===== src/common/rv_consts.svh =====
`ifndef RV_CONSTS_SVH
`define RV_CONSTS_SVH

`default_nettype none

// ~~~~~~~~~~~~~~~~~~~~~~~~~~~~~
// Widths and sizes.
`define RV_XLEN         32
`define RV_ILEN         32
`define RV_REG_IDX_W    5
`define RV_REG_COUNT    32

// ~~~~~~~~~~~~~~~~~~~~~~~~~~~~~
// Major opcodes kept by this core.
`define RV_OPC_OP       7'b0110011
`define RV_OPC_OP_IMM   7'b0010011
`define RV_OPC_LUI      7'b0110111

// funct7 values, ALT selects SUB and SRA.
`define RV_F7_BASE      7'b0000000
`define RV_F7_ALT       7'b0100000

// funct3 values shared by OP and OP-IMM.
`define RV_F3_ADD_SUB   3'b000
`define RV_F3_SLL       3'b001
`define RV_F3_SLT       3'b010
`define RV_F3_SLTU      3'b011
`define RV_F3_XOR       3'b100
`define RV_F3_SRL_SRA   3'b101
`define RV_F3_OR        3'b110
`define RV_F3_AND       3'b111

`default_nettype wire

`endif


===== src/common/rv_pkg.sv =====
`include "rv_consts.svh"

`default_nettype none

package rv_pkg;

    typedef logic [`RV_XLEN-1:0]        word_t;
    typedef logic [`RV_REG_IDX_W-1:0]   reg_idx_t;
    typedef logic [`RV_ILEN-1:0]        instr_t;

    // Operations the ALU knows.
    typedef enum logic [3:0]
    {
        ALU_ADD,
        ALU_SUB,
        ALU_SLL,
        ALU_SLT,
        ALU_SLTU,
        ALU_XOR,
        ALU_SRL,
        ALU_SRA,
        ALU_OR,
        ALU_AND,
        ALU_PASS_B      // LUI
    } alu_op_t;

    // ~~~~~~~~~~~~~~~~~~~~~~~~~~~~~
    // Decode stage register.
    typedef struct packed
    {
        alu_op_t    alu_op;
        reg_idx_t   rs1;
        reg_idx_t   rs2;
        reg_idx_t   rd;
        word_t      op1;
        word_t      op2;
        word_t      imm;
        logic       use_imm;
        logic       zero_op1;
        logic       reg_write;
        logic       illegal;
    } dec_bundle_t;

    // Writeback stage register, also the output stream payload.
    typedef struct packed
    {
        reg_idx_t   rd;
        word_t      data;
        logic       reg_write;
        logic       illegal;
    } wb_bundle_t;

endpackage

`default_nettype wire


===== src/rtl/rv_regs.sv =====
`include "rv_consts.svh"

`default_nettype none

module rv_regs
(
    input  wire                     i_clk,
    input  wire                     i_reset,
    input  wire rv_pkg::reg_idx_t   i_rs1_idx,
    input  wire rv_pkg::reg_idx_t   i_rs2_idx,
    output rv_pkg::word_t           o_rs1_data,
    output rv_pkg::word_t           o_rs2_data,
    input  wire                     i_wr_en,
    input  wire rv_pkg::reg_idx_t   i_wr_idx,
    input  wire rv_pkg::word_t      i_wr_data
);
    import rv_pkg::*;

    word_t  regs [`RV_REG_COUNT];
    logic   wr_live;

    // x0 is never written.
    assign wr_live = i_wr_en && (i_wr_idx != '0);

    always_ff @(posedge i_clk)
    begin
        if (i_reset)
        begin
            for (int i = 0; i < `RV_REG_COUNT; i++)
                regs[i] <= '0;
        end
        else if (wr_live)
            regs[i_wr_idx] <= i_wr_data;
    end

    // Write-through so a reader in the retire cycle sees the new value.
    assign o_rs1_data = (i_rs1_idx == '0) ? '0 :
                        (wr_live && i_rs1_idx == i_wr_idx) ? i_wr_data : regs[i_rs1_idx];
    assign o_rs2_data = (i_rs2_idx == '0) ? '0 :
                        (wr_live && i_rs2_idx == i_wr_idx) ? i_wr_data : regs[i_rs2_idx];

endmodule

`default_nettype wire


===== src/rtl/rv_decode.sv =====
`include "rv_consts.svh"

`default_nettype none

module rv_decode
(
    input  wire                     i_clk,
    input  wire                     i_reset,
    input  wire                     i_advance,
    input  wire                     i_instr_valid,
    input  wire rv_pkg::instr_t     i_instr,
    output rv_pkg::reg_idx_t        o_rs1_idx,
    output rv_pkg::reg_idx_t        o_rs2_idx,
    input  wire rv_pkg::word_t      i_rs1_data,
    input  wire rv_pkg::word_t      i_rs2_data,
    output logic                    o_dec_valid,
    output rv_pkg::dec_bundle_t     o_dec
);
    import rv_pkg::*;

    logic [6:0]     opcode;
    logic [2:0]     funct3;
    logic [6:0]     funct7;
    reg_idx_t       rd;
    word_t          imm_i;
    word_t          imm_u;
    logic           is_op;
    logic           is_op_imm;
    logic           is_lui;
    alu_op_t        alu_op;
    logic           f7_ok;
    logic           legal;
    dec_bundle_t    dec_next;

    // ~~~~~~~~~~~~~~~~~~~~~~~~~~~~~
    // Fields and immediates.
    assign opcode    = i_instr[6:0];
    assign rd        = i_instr[11:7];
    assign funct3    = i_instr[14:12];
    assign o_rs1_idx = i_instr[19:15];
    assign o_rs2_idx = i_instr[24:20];
    assign funct7    = i_instr[31:25];

    assign imm_i = {{20{i_instr[31]}}, i_instr[31:20]};
    assign imm_u = {i_instr[31:12], 12'b0};

    assign is_op     = (opcode == `RV_OPC_OP);
    assign is_op_imm = (opcode == `RV_OPC_OP_IMM);
    assign is_lui    = (opcode == `RV_OPC_LUI);

    always_comb
    begin
        case (funct3)
            `RV_F3_ADD_SUB: alu_op = (is_op && funct7 == `RV_F7_ALT) ? ALU_SUB : ALU_ADD;
            `RV_F3_SLL:     alu_op = ALU_SLL;
            `RV_F3_SLT:     alu_op = ALU_SLT;
            `RV_F3_SLTU:    alu_op = ALU_SLTU;
            `RV_F3_XOR:     alu_op = ALU_XOR;
            `RV_F3_SRL_SRA: alu_op = (funct7 == `RV_F7_ALT) ? ALU_SRA : ALU_SRL;
            `RV_F3_OR:      alu_op = ALU_OR;
            `RV_F3_AND:     alu_op = ALU_AND;
            default:        alu_op = ALU_ADD;
        endcase
    end

    // ALT is only valid for SUB and the right shifts.
    always_comb
    begin
        if (funct7 == `RV_F7_BASE)
            f7_ok = 1'b1;
        else if (funct7 == `RV_F7_ALT)
            f7_ok = (is_op && funct3 == `RV_F3_ADD_SUB) || (funct3 == `RV_F3_SRL_SRA);
        else
            f7_ok = 1'b0;
    end

    // For OP-IMM funct7 is immediate bits unless it is a shift.
    assign legal = is_lui || (is_op && f7_ok) ||
                   (is_op_imm && (f7_ok || (funct3 != `RV_F3_SLL && funct3 != `RV_F3_SRL_SRA)));

    always_comb
    begin
        dec_next.alu_op    = is_lui ? ALU_PASS_B : alu_op;
        dec_next.rs1       = o_rs1_idx;
        dec_next.rs2       = o_rs2_idx;
        dec_next.rd        = rd;
        dec_next.op1       = i_rs1_data;
        dec_next.op2       = i_rs2_data;
        dec_next.imm       = is_lui ? imm_u : imm_i;
        dec_next.use_imm   = is_op_imm || is_lui;
        dec_next.zero_op1  = is_lui;
        dec_next.reg_write = legal;
        dec_next.illegal   = !legal;
    end

    // ~~~~~~~~~~~~~~~~~~~~~~~~~~~~~
    // Stage register.
    always_ff @(posedge i_clk)
    begin
        if (i_reset)
            o_dec_valid <= 1'b0;
        else if (i_advance)
            o_dec_valid <= i_instr_valid;
    end

    always_ff @(posedge i_clk)
    begin
        if (i_advance)
            o_dec <= dec_next;
    end

endmodule

`default_nettype wire


===== src/rtl/rv_execute.sv =====
`include "rv_consts.svh"

`default_nettype none

module rv_execute
(
    input  wire                         i_clk,
    input  wire                         i_reset,
    input  wire                         i_advance,
    input  wire                         i_dec_valid,
    input  wire rv_pkg::dec_bundle_t    i_dec,
    output logic                        o_wb_valid,
    output rv_pkg::wb_bundle_t          o_wb
);
    import rv_pkg::*;

    logic           fwd_ok;
    word_t          op1_fwd;
    word_t          op2_fwd;
    word_t          alu_a;
    word_t          alu_b;
    logic [4:0]     shamt;
    word_t          result;
    wb_bundle_t     wb_next;

    // ~~~~~~~~~~~~~~~~~~~~~~~~~~~~~
    // Forwarding from the output register.
    assign fwd_ok  = o_wb_valid && o_wb.reg_write && (o_wb.rd != '0);
    assign op1_fwd = (fwd_ok && o_wb.rd == i_dec.rs1) ? o_wb.data : i_dec.op1;
    assign op2_fwd = (fwd_ok && o_wb.rd == i_dec.rs2) ? o_wb.data : i_dec.op2;

    // Operand select, LUI adds onto zero.
    assign alu_a = i_dec.zero_op1 ? '0 : op1_fwd;
    assign alu_b = i_dec.use_imm ? i_dec.imm : op2_fwd;
    assign shamt = alu_b[4:0];

    // ~~~~~~~~~~~~~~~~~~~~~~~~~~~~~
    // ALU.
    always_comb
    begin
        case (i_dec.alu_op)
            ALU_ADD:    result = alu_a + alu_b;
            ALU_SUB:    result = alu_a - alu_b;
            ALU_SLL:    result = alu_a << shamt;
            ALU_SLT:    result = {{(`RV_XLEN-1){1'b0}}, $signed(alu_a) < $signed(alu_b)};
            ALU_SLTU:   result = {{(`RV_XLEN-1){1'b0}}, alu_a < alu_b};
            ALU_XOR:    result = alu_a ^ alu_b;
            ALU_SRL:    result = alu_a >> shamt;
            ALU_SRA:    result = word_t'($signed(alu_a) >>> shamt);
            ALU_OR:     result = alu_a | alu_b;
            ALU_AND:    result = alu_a & alu_b;
            ALU_PASS_B: result = alu_b;
            default:    result = '0;
        endcase
    end

    always_comb
    begin
        wb_next.rd        = i_dec.rd;
        // Illegal instructions retire a clean zero.
        wb_next.data      = i_dec.illegal ? '0 : result;
        wb_next.reg_write = i_dec.reg_write;
        wb_next.illegal   = i_dec.illegal;
    end

    // ~~~~~~~~~~~~~~~~~~~~~~~~~~~~~
    // Output register, held while the consumer stalls.
    always_ff @(posedge i_clk)
    begin
        if (i_reset)
            o_wb_valid <= 1'b0;
        else if (i_advance)
            o_wb_valid <= i_dec_valid;
    end

    always_ff @(posedge i_clk)
    begin
        if (i_advance)
            o_wb <= wb_next;
    end

endmodule

`default_nettype wire


===== src/rtl/rv_core.sv =====
`default_nettype none

module rv_core
(
    input  wire                     i_clk,
    input  wire                     i_reset,
    input  wire                     i_instr_valid,
    input  wire rv_pkg::instr_t     i_instr,
    output logic                    o_instr_ready,
    output logic                    o_wb_valid,
    output rv_pkg::wb_bundle_t      o_wb,
    input  wire                     i_wb_ready
);
    import rv_pkg::*;

    logic           advance;
    reg_idx_t       rs1_idx;
    reg_idx_t       rs2_idx;
    word_t          rs1_data;
    word_t          rs2_data;
    logic           dec_valid;
    dec_bundle_t    dec;
    logic           wr_en;

    // Whole pipeline moves as one, any stall freezes every stage.
    assign advance       = !o_wb_valid || i_wb_ready;
    assign o_instr_ready = advance;

    // Registers are written as the result retires.
    assign wr_en = o_wb_valid && i_wb_ready && o_wb.reg_write;

    rv_decode
    u_decode
    (
        .i_clk              (i_clk),
        .i_reset            (i_reset),
        .i_advance          (advance),
        .i_instr_valid      (i_instr_valid),
        .i_instr            (i_instr),
        .o_rs1_idx          (rs1_idx),
        .o_rs2_idx          (rs2_idx),
        .i_rs1_data         (rs1_data),
        .i_rs2_data         (rs2_data),
        .o_dec_valid        (dec_valid),
        .o_dec              (dec)
    );

    rv_execute
    u_execute
    (
        .i_clk              (i_clk),
        .i_reset            (i_reset),
        .i_advance          (advance),
        .i_dec_valid        (dec_valid),
        .i_dec              (dec),
        .o_wb_valid         (o_wb_valid),
        .o_wb               (o_wb)
    );

    rv_regs
    u_regs
    (
        .i_clk              (i_clk),
        .i_reset            (i_reset),
        .i_rs1_idx          (rs1_idx),
        .i_rs2_idx          (rs2_idx),
        .o_rs1_data         (rs1_data),
        .o_rs2_data         (rs2_data),
        .i_wr_en            (wr_en),
        .i_wr_idx           (o_wb.rd),
        .i_wr_data          (o_wb.data)
    );

endmodule

`default_nettype wire


===== config.mk =====
export PLATFORM = sky130hd
export DESIGN_NAME = rv_core
export DESIGN_NICKNAME = d
export VERILOG_FILES = /design/src/common/rv_pkg.sv /design/src/rtl/rv_regs.sv /design/src/rtl/rv_decode.sv /design/src/rtl/rv_execute.sv /design/src/rtl/rv_core.sv
export VERILOG_INCLUDE_DIRS = /design/src /design/src/common
export SDC_FILE = /design/constraint.sdc
export NUM_CORES = 2
export LEC_CHECK = 0
export BUFFER_PORTS_ARGS = -buffer_cell sky130_fd_sc_hd__buf_2
export CAP_MARGIN = 10
export CORE_MARGIN = 3
export CORE_UTILIZATION = 55
export DETAILED_ROUTE_END_ITERATION = 8
export PLACE_DENSITY = 0.79
export SLEW_MARGIN = 10
export SYNTH_ARGS = -nofsm -noshare
export SYNTH_HDL_FRONTEND = slang
export SYNTH_SLANG_ARGS = --single-unit

===== constraint.sdc =====
create_clock -name i_clk -period 7.6 [get_ports i_clk]
set_clock_uncertainty 0.1 [all_clocks]
set_input_delay 0.76 -clock i_clk [delete_from_list [all_inputs] [get_ports i_clk]]
set_output_delay 0.76 -clock i_clk [all_outputs]
set_load 0.005 [all_outputs]

==> metrics.md <==
| Metric | Value |
|---|---|
| Outcome | completed |
| Routability congestion estimate | 1.055 |
| Fill count | 9493 |
| Post-route ant nets | 0 |
| Initial Utilization | 55.64% |
| Kind of critical path | register to register |
| CP Data Arrival Time | 6.95 ns |
| Gr usage total | 38.46% |
| Cell Area, Synth | 71220 um2 |
| Floorplan die width | 365.8 um |
| R2R Setup Slk | 1.05 ns |
| Met2 routed wirelength | 114100 um |
| Routed Wire Length | 260700 um |
| Fmax | 152.6 MHz |
| Clk_lat worst skew | 0.79 ns |
| Hold path cells | 1 |
| Critical-path maximum fanout | 18 |
| Pin count of the biggest net entering global routing | 127 |
| Reg2reg path depth | 17 |
| Commonest non-fill, non-tap cells in the layout | edfxtp_1, and2_1, mux4_2 |
| Post-cts resize count | 0 |
| M1 wire length | 87880 um |
| CTS Root Cell | clkbuf_16 |
| Seq cells post-synth | 1184 |
| DRT Pass-1 Iters | 8 |
| H-tree Lvls | 3 |
| First-pass GRT wire length | 369400 um |
| Nature of the critical path startpoint | register |
| Hold Crit Class | input port to register |
| DR vias/cell | 7.249 |
| Reg2reg end | u_execute.o_wb[33] |
| Rel. slew slack | 15.07% |
| Setup tns final | 0 ns |
| Syn. warnings | 0 |
| Avg WL per Cell | 36.75 um |
| CP Data Required Time | 7.99 ns |
| Drt drc | 0 |
| Avg Inst Size Synth | 13.24 um2 |
| Slew Limit Fails | 0 |
| Die Span Y | 365.8 um |
| Via Count | 51.43k |
| Post-DP HPWL | 165200 um |
| Initial antenna violation count | 23 |
| Final instance area | 77570 um2 |
| Postcts setup bufs | 0 |
| Core area | 128000 um2 |
| Die area | 133800 um2 |
| Row count | 131 |
| Leak Pwr | 0.02853 uW |
| RR Startpoint | u_execute.o_wb[36] |
| EDFF count, synth | 1182 |
| Port Buffer Count | 76 |
| Hold_buf cts | 0 |
| PwrDens | 230.6 nW/um2 |
| CTS tree | done |
| Fin crit period | 6.554 ns |
| Hold Startpoint | i_instr[31] |
| Layout cell share with drive strength beyond 1 | 22.40% |
| Post-placement cell area | 73460 um2 |
| Clk slew on worst S/H paths | 0.06 ns |
| Worst setup EP type | register |
| Worst slew pin tran | 1.257 ns |
| Final setup fails | 0 |
| Fraction of registers with async set/reset | 0% |
| Vias in the first global route | 50.50k |
| Final Hold Viols | 0 |
| Main synth FF type | edfxtp_1 |
| Commonest non-fill, non-tap cell in the layout | edfxtp_1 |
| Worst Hold End | u_decode.o_dec[35] |
| Post-Synthesis Cells | 5378 |
| Total global routing overflow | 0 |
| P&R area growth vs syn | 8.921% |
| Uppermost layer routed | met5 |
| Period Utilization, post-route | 86.23% |
| Fin nets | 5396 |
| Synth cell types | 104 |
| RSZ-0062 raised after global routing | no |
| Clock Sinks | 1184 |
| Maximum buffer depth of the clock tree | 3 |
| Initial drt markers | 9144 |
| IO Pins | 77 |
| Clock buffer count from CTS | 121 |
| Max Cap Viol | 0 |
| Register area share after synthesis | 49.89% |
| VDD IR-drop max | 206.1 uV |
| Met3 WL | 36980 um |
-- per-layer routing --
| metal | global-route usage [%] | vias to the layer above |
|---|---|---|
| met5 | 0 | - |
| met4 | 26.19 | 14 |
| met3 | 10.82 | 952 |
| met2 | 56.54 | 4517 |
| met1 | 49.86 | 25470 |
| li1 | - | 20490 |
-- report_power, final --
group	total [uW]	switching [uW]	internal [uW]
logic	3990	2620	1370
clock network	6250	2700	3550
registers	7640	173	7470
-- worst max-delay path: stages, from the launching register on --
cell	delay (ns)
edfxtp_1	0.37
buf_4	0.21
or3_4	0.50
o311a_1	0.38
nand3_2	0.52
buf_4	0.37
mux2i_1	0.10
o21ai_0	0.46
ha_1	0.46
or4_1	0.65
or2_2	0.32
o221ai_1	0.37
o41ai_1	0.12
buf_4	0.17
nor4_1	0.40
mux2i_1	0.14
a2111oi_0	0.44
a21oi_1	0.12
-- kinds of logic (layout without fill, tap and decap cells) --
group	after synthesis	in the layout	synth area share [%]
buffers and inverters	652	605	3.637
flip-flops	1184	1184	49.89
other	1	36	0.005265
AO/OA/AOI/OAI	813	813	7.922
multiplexers	892	892	22.87
XOR/XNOR	50	50	0.6992
AND/OR/NAND/NOR	1685	1685	13.17
adder cells (fa/ha/maj)	101	101	1.795
-- metrics by stage --
stage / power, uW / cells / hold WS [ns] / utilization, % / worst slack (ns)
floorplan: 10180 / 5409 / 0.3003 / - / 2.040
global placement: 11570 / 6864 / 0.3606 / 57.38 / 1.389
detailed placement: 11600 / 6864 / 0.3438 / 57.38 / 1.244
CTS: 17740 / 7090 / 0.03436 / 60.58 / 1.218
global route: 18300 / 7092 / 0.07450 / 60.59 / 0.6838
finish: 17890 / 7095 / 0.07917 / 60.60 / 1.046
-- final cells by class --
type | instances | area, um2 | share of cell area (%)
multi-input combinational | 3573 | 33390 | 43.05
sequential | 1184 | 35530 | 45.81
antenna | 4 | 10.01 | 0.01290
tap | 1729 | 2163 | 2.789
inverter | 106 | 397.9 | 0.5129
clock buffer | 145 | 3118 | 4.019
timing repair buffer | 273 | 1988 | 2.563
clock inverter | 81 | 968.4 | 1.248
-- cell usage after synthesis, types with 14 or more instances --
| cell | number | area (um2) |
|---|---|---|
| nor3_1 | 94 | 470.5 |
| inv_1 | 100 | 375.4 |
| a221o_1 | 26 | 260.3 |
| mux2_2 | 28 | 315.3 |
| nand2b_1 | 20 | 125.1 |
| buf_2 | 39 | 195.2 |
| a21oi_1 | 157 | 785.8 |
| nor2_1 | 230 | 863.3 |
| nand2_1 | 192 | 720.7 |
| a221oi_1 | 41 | 359.1 |
| mux4_2 | 585 | 13180 |
| o221ai_1 | 26 | 227.7 |
| o31ai_1 | 16 | 120.1 |
| o311ai_0 | 23 | 201.4 |
| and2_1 | 940 | 5881 |
| xnor2_1 | 32 | 280.3 |
| or2_2 | 38 | 237.7 |
| a31oi_1 | 27 | 168.9 |
| nor2b_1 | 29 | 181.4 |
| a211oi_1 | 83 | 623.1 |
| edfxtp_1 | 1182 | 35490 |
| o21bai_1 | 14 | 105.1 |
| a21o_1 | 36 | 270.3 |
| clkbuf_1 | 429 | 1610 |
| nand3_1 | 65 | 325.3 |
| o22ai_1 | 61 | 381.6 |
| buf_1 | 60 | 225.2 |
| o21ai_0 | 139 | 695.7 |
| a22oi_1 | 16 | 120.1 |
| ha_1 | 99 | 1239 |
| o211ai_1 | 38 | 285.3 |
| mux2i_1 | 277 | 2773 |
| nor4_1 | 14 | 87.58 |
-- worst max-delay path by stage --
stage / start / end / slack [ns] / cells past startpoint
2_1_floorplan: u_execute.o_wb[38] / u_execute.o_wb[26] / 2.04 / 18
3_3_place_gp: u_execute.o_wb[38] / u_execute.o_wb[33] / 1.39 / 17
3_5_place_dp: u_execute.o_wb[36] / u_execute.o_wb[33] / 1.24 / 17
4_1_cts: u_execute.o_wb[36] / u_execute.o_wb[33] / 1.22 / 17
5_1_grt: u_execute.o_wb[38] / u_execute.o_wb[33] / 0.68 / 20
6_report: u_execute.o_wb[36] / u_execute.o_wb[33] / 1.05 / 17
-- flip-flops by register name, indices dropped and copies added (netlist names) --
| signal | count |
|---|---|
| u_decode.o_dec | 119 |
| u_execute.o_wb | 39 |
| u_execute.o_wb_valid | 1 |
| u_regs.regs | 1024 |
| u_decode.o_dec_valid | 1 |
Power figures use the tool's default switching activity.
